==> src/mem_pkg.sv <==
`default_nettype none

package mem_pkg;

    localparam int WORD_BYTES = 8;
    localparam int LANE_W     = $clog2(WORD_BYTES);

    typedef logic [8*WORD_BYTES-1:0] mem_word_t;
    typedef logic [15:0]             mem_addr_t;
    typedef logic [WORD_BYTES-1:0]   byte_en_t;
    typedef logic [LANE_W-1:0]       lane_t;

    // One word access, 88 bits.
    typedef struct packed {
        mem_addr_t addr;
        mem_word_t wr_data;
        byte_en_t  byte_en;
    } mem_req_t;

endpackage

`default_nettype wire

==> src/noc_pkg.sv <==
`default_nettype none

package noc_pkg;

    localparam int FLIT_W = 64;

    typedef logic [FLIT_W-1:0] flit_t;
    typedef logic [7:0]        msg_type_t;
    typedef logic [7:0]        msg_len_t;
    typedef logic [7:0]        node_id_t;
    typedef logic [7:0]        byte_cnt_t;
    typedef logic [31:0]       byte_addr_t;

    localparam msg_type_t MSG_LOAD       = 8'h11;
    localparam msg_type_t MSG_STORE      = 8'h12;
    localparam msg_type_t MSG_LOAD_RESP  = 8'h21;
    localparam msg_type_t MSG_STORE_RESP = 8'h22;

    // Header flit, most significant field first.
    typedef struct packed {
        msg_type_t  msg_type;
        msg_len_t   msg_len;
        node_id_t   node_id;
        byte_cnt_t  byte_cnt;
        byte_addr_t addr;
    } noc_hdr_t;

    localparam node_id_t NODE_ID = 8'h05;

endpackage

`default_nettype wire
==> src/masked_mem_controller.sv <==
`timescale 1ns/1ns
`default_nettype none

module masked_mem_controller (
     input  logic                   clk
    ,input  logic                   arst_n

    ,input  logic                   req_val
    ,input  noc_pkg::flit_t         req_flit
    ,output logic                   req_rdy

    ,output logic                   resp_val
    ,output noc_pkg::flit_t         resp_flit
    ,input  logic                   resp_rdy

    ,output logic                   wr_resp_val
    ,output noc_pkg::flit_t         wr_resp_flit
    ,input  logic                   wr_resp_rdy

    ,output mem_pkg::mem_req_t      mem_req
    ,output logic                   mem_write_en
    ,output logic                   mem_read_en
    ,input  logic                   mem_rdy
    ,input  logic                   mem_rd_val
    ,input  mem_pkg::mem_word_t     mem_rd_data
    ,output logic                   mem_rd_rdy
);
    logic               split_rd_val;
    logic               split_rd_rdy;
    noc_pkg::flit_t     rd_flit;
    logic               rd_val;
    logic               rd_rdy;

    logic               split_wr_val;
    logic               split_wr_rdy;
    noc_pkg::flit_t     wr_flit;
    logic               wr_val;
    logic               wr_rdy;

    logic               rd_in_progress;
    logic               wr_in_progress;

    logic               rd_store_hdr;
    logic               rd_next_word;
    logic               wr_store_hdr;
    logic               wr_next_word;
    logic               store_hdr;
    logic               next_word;
    logic               hdr_out;
    logic               first_word;
    logic               last_word;
    noc_pkg::flit_t     datap_flit;

    // ----------------------------------------------------------
    // Lockout between the load and store sides
    // ----------------------------------------------------------
    assign rd_val       = split_rd_val & ~wr_in_progress;
    assign split_rd_rdy = rd_rdy & ~wr_in_progress;
    assign wr_val       = split_wr_val & ~rd_in_progress;
    assign split_wr_rdy = wr_rdy & ~rd_in_progress;

    assign datap_flit = wr_val ? wr_flit : rd_flit;
    assign store_hdr  = rd_store_hdr | wr_store_hdr;
    assign next_word  = rd_next_word | wr_next_word;

    noc_msg_type_splitter splitter (
         .clk       (clk            )
        ,.arst_n    (arst_n         )
        ,.in_val    (req_val        )
        ,.in_flit   (req_flit       )
        ,.in_rdy    (req_rdy        )
        ,.rd_val    (split_rd_val   )
        ,.rd_flit   (rd_flit        )
        ,.rd_rdy    (split_rd_rdy   )
        ,.wr_val    (split_wr_val   )
        ,.wr_flit   (wr_flit        )
        ,.wr_rdy    (split_wr_rdy   )
    );

    masked_mem_rd_ctrl rd_ctrl (
         .clk               (clk            )
        ,.arst_n            (arst_n         )
        ,.req_val           (rd_val         )
        ,.req_rdy           (rd_rdy         )
        ,.resp_val          (resp_val       )
        ,.resp_rdy          (resp_rdy       )
        ,.mem_read_en       (mem_read_en    )
        ,.mem_rdy           (mem_rdy        )
        ,.mem_rd_val        (mem_rd_val     )
        ,.mem_rd_rdy        (mem_rd_rdy     )
        ,.rd_in_progress    (rd_in_progress )
        ,.store_hdr         (rd_store_hdr   )
        ,.next_word         (rd_next_word   )
        ,.hdr_out           (hdr_out        )
        ,.last_word         (last_word      )
    );

    masked_mem_wr_ctrl wr_ctrl (
         .clk               (clk            )
        ,.arst_n            (arst_n         )
        ,.req_val           (wr_val         )
        ,.req_rdy           (wr_rdy         )
        ,.mem_write_en      (mem_write_en   )
        ,.mem_rdy           (mem_rdy        )
        ,.wr_resp_val       (wr_resp_val    )
        ,.wr_resp_rdy       (wr_resp_rdy    )
        ,.wr_in_progress    (wr_in_progress )
        ,.store_hdr         (wr_store_hdr   )
        ,.next_word         (wr_next_word   )
        ,.last_word         (last_word      )
    );

    masked_mem_datap datap (
         .clk           (clk            )
        ,.arst_n        (arst_n         )
        ,.in_flit       (datap_flit     )
        ,.store_hdr     (store_hdr      )
        ,.next_word     (next_word      )
        ,.hdr_out       (hdr_out        )
        ,.mem_rd_data   (mem_rd_data    )
        ,.mem_req       (mem_req        )
        ,.resp_flit     (resp_flit      )
        ,.wr_resp_flit  (wr_resp_flit   )
        ,.first_word    (first_word     )
        ,.last_word     (last_word      )
    );

    // A header taken by either controller starts the datapath on its first word.
    a_hdr_first: assert property (@(posedge clk) disable iff (!arst_n)
        store_hdr |=> first_word);

endmodule

`default_nettype wire

==> src/masked_mem_datap.sv <==
`timescale 1ns/1ns
`default_nettype none

module masked_mem_datap (
     input  logic                   clk
    ,input  logic                   arst_n

    ,input  noc_pkg::flit_t         in_flit

    ,input  logic                   store_hdr
    ,input  logic                   next_word
    ,input  logic                   hdr_out

    ,input  mem_pkg::mem_word_t     mem_rd_data
    ,output mem_pkg::mem_req_t      mem_req

    ,output noc_pkg::flit_t         resp_flit
    ,output noc_pkg::flit_t         wr_resp_flit

    ,output logic                   first_word
    ,output logic                   last_word
);
    noc_pkg::noc_hdr_t      in_hdr;
    noc_pkg::noc_hdr_t      hdr_q;
    noc_pkg::noc_hdr_t      ld_resp_hdr;
    noc_pkg::noc_hdr_t      st_resp_hdr;
    noc_pkg::node_id_t      dest_id;
    noc_pkg::msg_len_t      words_left;
    noc_pkg::byte_addr_t    last_byte;
    mem_pkg::mem_addr_t     word_addr;
    mem_pkg::lane_t         lo_lane;
    mem_pkg::lane_t         hi_lane;
    mem_pkg::byte_en_t      first_mask;
    mem_pkg::byte_en_t      last_mask;
    logic                   first_q;

    // Number of memory words touched by a request.
    function automatic noc_pkg::msg_len_t word_count(noc_pkg::noc_hdr_t hdr);
        noc_pkg::byte_addr_t end_byte;
        noc_pkg::byte_addr_t span;
        end_byte = hdr.addr + noc_pkg::byte_addr_t'(hdr.byte_cnt) - 1'b1;
        span     = (end_byte >> mem_pkg::LANE_W) - (hdr.addr >> mem_pkg::LANE_W);
        return span[7:0] + 8'd1;
    endfunction

    assign in_hdr = in_flit;

    // ----------------------------------------------------------
    // Request state
    // ----------------------------------------------------------
    always_ff @(posedge clk or negedge arst_n) begin
        if (!arst_n) begin
            words_left <= '0;
            first_q    <= 1'b0;
        end else if (store_hdr) begin
            words_left <= word_count(in_hdr);
            first_q    <= 1'b1;
        end else if (next_word) begin
            words_left <= words_left - 1'b1;
            first_q    <= 1'b0;
        end
    end

    always_ff @(posedge clk) begin
        if (store_hdr) begin
            hdr_q     <= in_hdr;
            word_addr <= in_hdr.addr[mem_pkg::LANE_W +: $bits(mem_pkg::mem_addr_t)];
        end else if (next_word) begin
            word_addr <= word_addr + 1'b1;
        end
    end

    assign first_word = first_q;
    assign last_word  = words_left == 8'd1;

    // ----------------------------------------------------------
    // Byte enables
    // ----------------------------------------------------------
    assign last_byte  = hdr_q.addr + noc_pkg::byte_addr_t'(hdr_q.byte_cnt) - 1'b1;
    assign lo_lane    = hdr_q.addr[mem_pkg::LANE_W-1:0];
    assign hi_lane    = last_byte[mem_pkg::LANE_W-1:0];
    assign first_mask = mem_pkg::byte_en_t'('1) << lo_lane;
    assign last_mask  = mem_pkg::byte_en_t'('1)
                        >> (mem_pkg::lane_t'(mem_pkg::WORD_BYTES - 1) - hi_lane);

    always_comb begin
        mem_req.addr    = word_addr;
        mem_req.wr_data = in_flit;
        mem_req.byte_en = (first_q ? first_mask : '1) & (last_word ? last_mask : '1);
    end

    // ----------------------------------------------------------
    // Response headers
    // ----------------------------------------------------------
    // Node id 0 marks a request issued by this tile itself.
    assign dest_id = (hdr_q.node_id == '0) ? noc_pkg::NODE_ID : hdr_q.node_id;

    always_comb begin
        ld_resp_hdr          = hdr_q;
        ld_resp_hdr.msg_type = noc_pkg::MSG_LOAD_RESP;
        ld_resp_hdr.msg_len  = word_count(hdr_q);
        ld_resp_hdr.node_id  = dest_id;
        st_resp_hdr          = hdr_q;
        st_resp_hdr.msg_type = noc_pkg::MSG_STORE_RESP;
        st_resp_hdr.msg_len  = '0;
        st_resp_hdr.node_id  = dest_id;
    end

    assign resp_flit    = hdr_out ? noc_pkg::flit_t'(ld_resp_hdr) : mem_rd_data;
    assign wr_resp_flit = st_resp_hdr;

endmodule

`default_nettype wire

==> src/masked_mem_wr_ctrl.sv <==
`timescale 1ns/1ns
`default_nettype none

module masked_mem_wr_ctrl (
     input  logic   clk
    ,input  logic   arst_n

    ,input  logic   req_val
    ,output logic   req_rdy

    ,output logic   mem_write_en
    ,input  logic   mem_rdy

    ,output logic   wr_resp_val
    ,input  logic   wr_resp_rdy

    ,output logic   wr_in_progress

    ,output logic   store_hdr
    ,output logic   next_word
    ,input  logic   last_word
);
    typedef enum logic [1:0] {IDLE, WRITE, SEND_RESP} state_t;

    state_t state;
    state_t state_nxt;

    assign wr_in_progress = state != IDLE;

    always_comb begin
        req_rdy      = 1'b0;
        mem_write_en = 1'b0;
        wr_resp_val  = 1'b0;
        store_hdr    = 1'b0;
        next_word    = 1'b0;
        state_nxt    = state;
        case (state)
            IDLE: begin
                req_rdy = 1'b1;
                if (req_val) begin
                    store_hdr = 1'b1;
                    state_nxt = WRITE;
                end
            end
            WRITE: begin
                // The payload flit is consumed only when memory takes the write.
                mem_write_en = req_val;
                req_rdy      = mem_rdy;
                if (req_val && mem_rdy) begin
                    next_word = 1'b1;
                    if (last_word) begin
                        state_nxt = SEND_RESP;
                    end
                end
            end
            default: begin
                wr_resp_val = 1'b1;
                if (wr_resp_rdy) begin
                    state_nxt = IDLE;
                end
            end
        endcase
    end

    always_ff @(posedge clk or negedge arst_n) begin
        if (!arst_n) begin
            state <= IDLE;
        end else begin
            state <= state_nxt;
        end
    end

    a_resp_hold: assert property (@(posedge clk) disable iff (!arst_n)
        wr_resp_val && !wr_resp_rdy |=> wr_resp_val);

endmodule

`default_nettype wire

==> src/masked_mem_rd_ctrl.sv <==
`timescale 1ns/1ns
`default_nettype none

module masked_mem_rd_ctrl (
     input  logic   clk
    ,input  logic   arst_n

    ,input  logic   req_val
    ,output logic   req_rdy

    ,output logic   resp_val
    ,input  logic   resp_rdy

    ,output logic   mem_read_en
    ,input  logic   mem_rdy
    ,input  logic   mem_rd_val
    ,output logic   mem_rd_rdy

    ,output logic   rd_in_progress

    ,output logic   store_hdr
    ,output logic   next_word
    ,output logic   hdr_out
    ,input  logic   last_word
);
    typedef enum logic [2:0] {IDLE, SEND_HDR, ISSUE_RD, WAIT_DATA, DONE} state_t;

    state_t state;
    state_t state_nxt;

    assign rd_in_progress = state != IDLE;

    always_comb begin
        req_rdy     = 1'b0;
        resp_val    = 1'b0;
        mem_read_en = 1'b0;
        mem_rd_rdy  = 1'b0;
        store_hdr   = 1'b0;
        next_word   = 1'b0;
        hdr_out     = 1'b0;
        state_nxt   = state;
        case (state)
            IDLE: begin
                req_rdy = 1'b1;
                if (req_val) begin
                    store_hdr = 1'b1;
                    state_nxt = SEND_HDR;
                end
            end
            SEND_HDR: begin
                resp_val = 1'b1;
                hdr_out  = 1'b1;
                if (resp_rdy) begin
                    state_nxt = ISSUE_RD;
                end
            end
            ISSUE_RD: begin
                mem_read_en = 1'b1;
                if (mem_rdy) begin
                    state_nxt = WAIT_DATA;
                end
            end
            WAIT_DATA: begin
                // Returned word goes straight out as a data flit.
                resp_val   = mem_rd_val;
                mem_rd_rdy = resp_rdy;
                if (mem_rd_val && resp_rdy) begin
                    next_word = 1'b1;
                    state_nxt = last_word ? DONE : ISSUE_RD;
                end
            end
            default: begin
                state_nxt = IDLE;
            end
        endcase
    end

    always_ff @(posedge clk or negedge arst_n) begin
        if (!arst_n) begin
            state <= IDLE;
        end else begin
            state <= state_nxt;
        end
    end

    // A new read waits until the previous word has been taken from memory.
    a_rd_one_outstanding: assert property (@(posedge clk) disable iff (!arst_n)
        mem_read_en |-> !mem_rd_val);

endmodule

`default_nettype wire

==> src/noc_msg_type_splitter.sv <==
`timescale 1ns/1ns
`default_nettype none

module noc_msg_type_splitter (
     input  logic               clk
    ,input  logic               arst_n

    ,input  logic               in_val
    ,input  noc_pkg::flit_t     in_flit
    ,output logic               in_rdy

    ,output logic               rd_val
    ,output noc_pkg::flit_t     rd_flit
    ,input  logic               rd_rdy

    ,output logic               wr_val
    ,output noc_pkg::flit_t     wr_flit
    ,input  logic               wr_rdy
);
    typedef enum logic [1:0] {IDLE, ROUTE_RD, ROUTE_WR, DROP} state_t;

    state_t             state;
    state_t             state_nxt;
    state_t             route;
    noc_pkg::msg_len_t  flits_left;
    noc_pkg::msg_len_t  flits_left_nxt;
    noc_pkg::noc_hdr_t  hdr;

    assign hdr     = in_flit;

    // Each side sees the flit only while the message is routed to it.
    assign rd_flit = rd_val ? in_flit : '0;
    assign wr_flit = wr_val ? in_flit : '0;

    always_comb begin
        rd_val         = 1'b0;
        wr_val         = 1'b0;
        in_rdy         = 1'b0;
        route          = DROP;
        state_nxt      = state;
        flits_left_nxt = flits_left;
        case (state)
            IDLE: begin
                if (hdr.msg_type == noc_pkg::MSG_LOAD) begin
                    rd_val = in_val;
                    in_rdy = rd_rdy;
                    route  = ROUTE_RD;
                end else if (hdr.msg_type == noc_pkg::MSG_STORE) begin
                    wr_val = in_val;
                    in_rdy = wr_rdy;
                    route  = ROUTE_WR;
                end else begin
                    in_rdy = 1'b1;
                end
                // Header-only messages leave the splitter idle.
                if (in_val && in_rdy && hdr.msg_len != '0) begin
                    state_nxt      = route;
                    flits_left_nxt = hdr.msg_len;
                end
            end
            ROUTE_RD: begin
                rd_val = in_val;
                in_rdy = rd_rdy;
            end
            ROUTE_WR: begin
                wr_val = in_val;
                in_rdy = wr_rdy;
            end
            default: begin
                in_rdy = 1'b1;
            end
        endcase
        if (state != IDLE && in_val && in_rdy) begin
            flits_left_nxt = flits_left - 1'b1;
            if (flits_left == 8'd1) begin
                state_nxt = IDLE;
            end
        end
    end

    always_ff @(posedge clk or negedge arst_n) begin
        if (!arst_n) begin
            state      <= IDLE;
            flits_left <= '0;
        end else begin
            state      <= state_nxt;
            flits_left <= flits_left_nxt;
        end
    end

    a_one_target: assert property (@(posedge clk) disable iff (!arst_n)
        !(rd_val && wr_val));

endmodule

`default_nettype wire

==> config.mk <==
export PLATFORM = sky130hd
export DESIGN_NAME = masked_mem_controller
export DESIGN_NICKNAME = d
export VERILOG_FILES = /design/src/mem_pkg.sv /design/src/noc_pkg.sv /design/src/masked_mem_controller.sv /design/src/masked_mem_datap.sv /design/src/masked_mem_wr_ctrl.sv /design/src/masked_mem_rd_ctrl.sv /design/src/noc_msg_type_splitter.sv
export SDC_FILE = /design/constraint.sdc
export NUM_CORES = 1
export LEC_CHECK = 0
export BUFFER_PORTS_ARGS = -buffer_cell sky130_fd_sc_hd__buf_2
export CAP_MARGIN = 30
export CORE_UTILIZATION = 35
export DETAILED_ROUTE_END_ITERATION = 8
export HOLD_SLACK_MARGIN = 0.12
export PLACE_DENSITY = 0.59
export SYNTH_ARGS = -nofsm -noshare
export SYNTH_HDL_FRONTEND = slang
export SYNTH_SLANG_ARGS = --single-unit
==> constraint.sdc <==
create_clock -name clk -period 13.1 [get_ports clk]
set_input_delay 0 -clock clk [delete_from_list [all_inputs] [get_ports clk]]
set_output_delay 0 -clock clk [all_outputs]
set_load 0.01 [all_outputs]
==> results.tsv <==
stage	metric	value	unit
synth	synth_area	7480	µm²
worst_setup_path	crit_path_max_fanout	35	
place	dp_hpwl	18300	µm
worst_setup_path	timing.critical_path.to	datap.words_left[7]	
synth	ys_seq_area_frac	0.337	
clock_network	cts.clk_slew.worst_paths	60	ps
place	dp_cells	1436	
sta	worst_slew_pin_slew	820	ps
global_route	grt_pass1_vias	6635	
worst_setup_path	endpoint_kind	register	
synth	ys_warn_count	0	
worst_setup_path	reg2reg_depth	23	
status	status	complete, no violations	
synth	synth_edf_count	64	
detailed_routing	routed_via_density	4.76	
floorplanning	initial_core_util	0.357	
power_and_ir_drop	swShare	0.352	
synth	avgSynthCellArea	8.36	µm²
job	maxCapViolCount	0	
detailed_routing	drtAntennaViolNets	0	
worst_setup_path	reg2reg_slack	7190	ps
synth	synth_flop_cell	edfxtp_1	
worst_setup_path	critPathLaunch	rd_ctrl.state[1]	
worst_setup_path	r2r_end	datap.words_left[7]	
global_route	antenna_found_initial	0	
detailed_routing	dr.pass1.iters	7	
min_path	hp-class	in2reg	
detailed_routing	num_vias	7169	
sta	setup_violations	0	
power_and_ir_drop	combPwrFrac	0.369	
finish	num_antenna_cells	0	
clock_network	cts_htree_levels	3	
clock_network	numCtsBuffers	9	
sta	rsz0062_at_grt	no	
floorplanning	fp.dieH	148	µm
power_and_ir_drop	switchingPower	337	µW
global_route	grt_start_max_net_pins	91	
finish	drive_above_1_share	0.320	
detailed_routing	drc	0	
power_and_ir_drop	clkPwrFrac	0.256	
power_and_ir_drop	p_per_area	97.1	nW/µm²
synth	async_flop_share	0.273	
detailed_routing	drt_iter0_markers	336	
synth	yosys_register_bits	88	
synth	syn_inst	895	
min_path	hold_depth	2	
finish	area.growth.synth_to_final	31.7	%
worst_setup_path	critPathLaunchType	register	
floorplanning	core_area	21000	µm²
power_and_ir_drop	max-vdd-ir-drop	0.0894	mV
worst_setup_path	crit_type	reg2reg	
sta	hold_viol_final	0	
finish	mostFrequentLayoutCells	buf_2 (340), nand2_1 (170), inv_1 (86)	
place	io_buffers	340	
clock_network	cts-root-buf	clkbuf_16	
synth	synth_cell_types	77	
clock_network	cts_buffer_depth	2	
floorplanning	dieArea	22000	µm²
place	place_congestion	0.862	
sta	slew_viol_final	0	
global_route	grt_pass1_wl	35400	µm
power_and_ir_drop	p_leak	0.00501	µW
worst_setup_path	cp_data_arrival_time	6120	ps
clock_network	cts_resized	0	
finish	nets	1425	
floorplanning	die_w	148	µm
sta	max_freq	0.169	GHz
sta	tns	0	ps
detailed_routing	avgRoutedWirePerCell	15.5	µm
floorplanning	ios	357	
sta	period_needed	5910	ps
clock_network	cts.sinks	88	
finish	final_common_cell	buf_2	
sta	slew_headroom	0.454	
power_and_ir_drop	pwr-share-seq	0.376	
sta	period_share	0.451	
global_route	grtUsageTotal	0.208	
detailed_routing	drt_wl_total	23400	µm
clock_network	cts_tree	yes	
worst_setup_path	rr_startpoint	rd_ctrl.state[1]	
sta	skew	10.9	ps
worst_setup_path	critical_path_required	13310	ps
finish	instances_no_fill	1506	
global_route	grt-ovfl-total	0	
clock_network	clk_latency	350	ps
power_and_ir_drop	intPower	619	µW
floorplanning	num_rows	53	
## power by group through the flow
stage | Combinational [µW] | Sequential [µW] | Clock [µW]
finish | 352 | 359 | 244
global route | 396 | 364 | 263
CTS | 354 | 359 | 253
detailed placement | 339 | 364 | 0
global placement | 333 | 363 | 0
floorplan | 241 | 356 | 0
## timing repair
action | CTS | global route
hold endpoints to repair | 79 | 0
hold buffers | 54 | 0
buffers inserted | 0 | 0
## area by class of cell
class                   instances  area [µm²]
repair buffers                399        2280
well taps                     275         344
fillers                      2079       11100
clock buffers                  10         229
multi-input cells             640        4100
clock inverters                 6        45.0
flip-flops and latches         88        2520
inverters                      88         333
## metrics by stage
step                setup WS [ps]  power, µW  cell area [µm²]  hold slack, ps  utilization
floorplan                    7990        598             7530            -296            -
global placement             7490        696             9030            26.8        0.431
detailed placement           7190        703             9030            18.4        0.431
CTS                          7170        966             9850             120        0.470
global route                 6680       1020             9850             139        0.470
finish                       7190        956             9850             125        0.470
## state kept, by name, indices dropped and copies added, names as in the netlist
signal / cells
datap.first_word: 1
datap.hdr_q: 8
datap.word_addr: 16
datap.words_left: 8
datap.wr_resp_flit: 40
rd_ctrl.state: 3
splitter.flits_left: 8
splitter.state: 2
wr_ctrl.state: 2
## worst max-delay path, cell delays in order, from the launching register on
cell and delay, ps:
dfrtp_1 500, nor3_2 310, nand2_1 160, o22ai_4 530
buf_4 440, and2_1 230, inv_1 60, ha_1 260
inv_1 40, ha_1 320, nor3_1 60, nor2_1 180
o41ai_4 150, o21bai_1 260, xor2_1 190, ha_1 250
ha_1 340, a21o_1 230, a311o_1 360, o311ai_0 120
or3_1 180, nand2_1 70, a2111oi_0 410, nor2_1 90
## synthesized netlist by cell type (9+ instances only)
library cell	instances	area, µm²
a21oi_1	40	200
and2_1	58	363
buf_4	56	420
clkbuf_1	28	105
dfrtp_1	24	601
edfxtp_1	64	1920
ha_1	61	763
inv_1	86	323
nand2_1	170	638
nand3_1	15	75.1
nand4_1	9	56.3
nor2_1	60	225
nor3_1	13	65.1
o21ai_0	41	205
xnor2_1	27	236
xor2_1	15	131
## per-layer routing
layer	up-vias	GRT usage	routed length, µm
li1	3594	-	-
met1	3333	0.273	10500
met2	212	0.357	11500
met3	30	0.0288	1100
met4	0	0.0521	350
met5	-	0	0
## kinds of logic after synthesis
family,after synthesis,share of synthesized area
other cells,2,0.00100
buf+inv,181,0.125
flops,88,0.337
compound gates,144,0.134
mux,4,0.00552
fa+ha+maj,64,0.110
xor+xnor,42,0.0492
simple gates,370,0.238
## worst min-delay path by stage
stage	startpoint	to	slack, ps
CTS	req_flit[6]	datap.wr_resp_flit[6]	120
global route	req_flit[36]	datap.wr_resp_flit[36]	140
global placement	arst_n	splitter.flits_left[6]	30
floorplan	arst_n	datap.first_word	-300
finish	req_flit[36]	datap.wr_resp_flit[36]	130
detailed placement	arst_n	splitter.flits_left[2]	20
No activity file was read; power rests on OpenSTA's default activity.
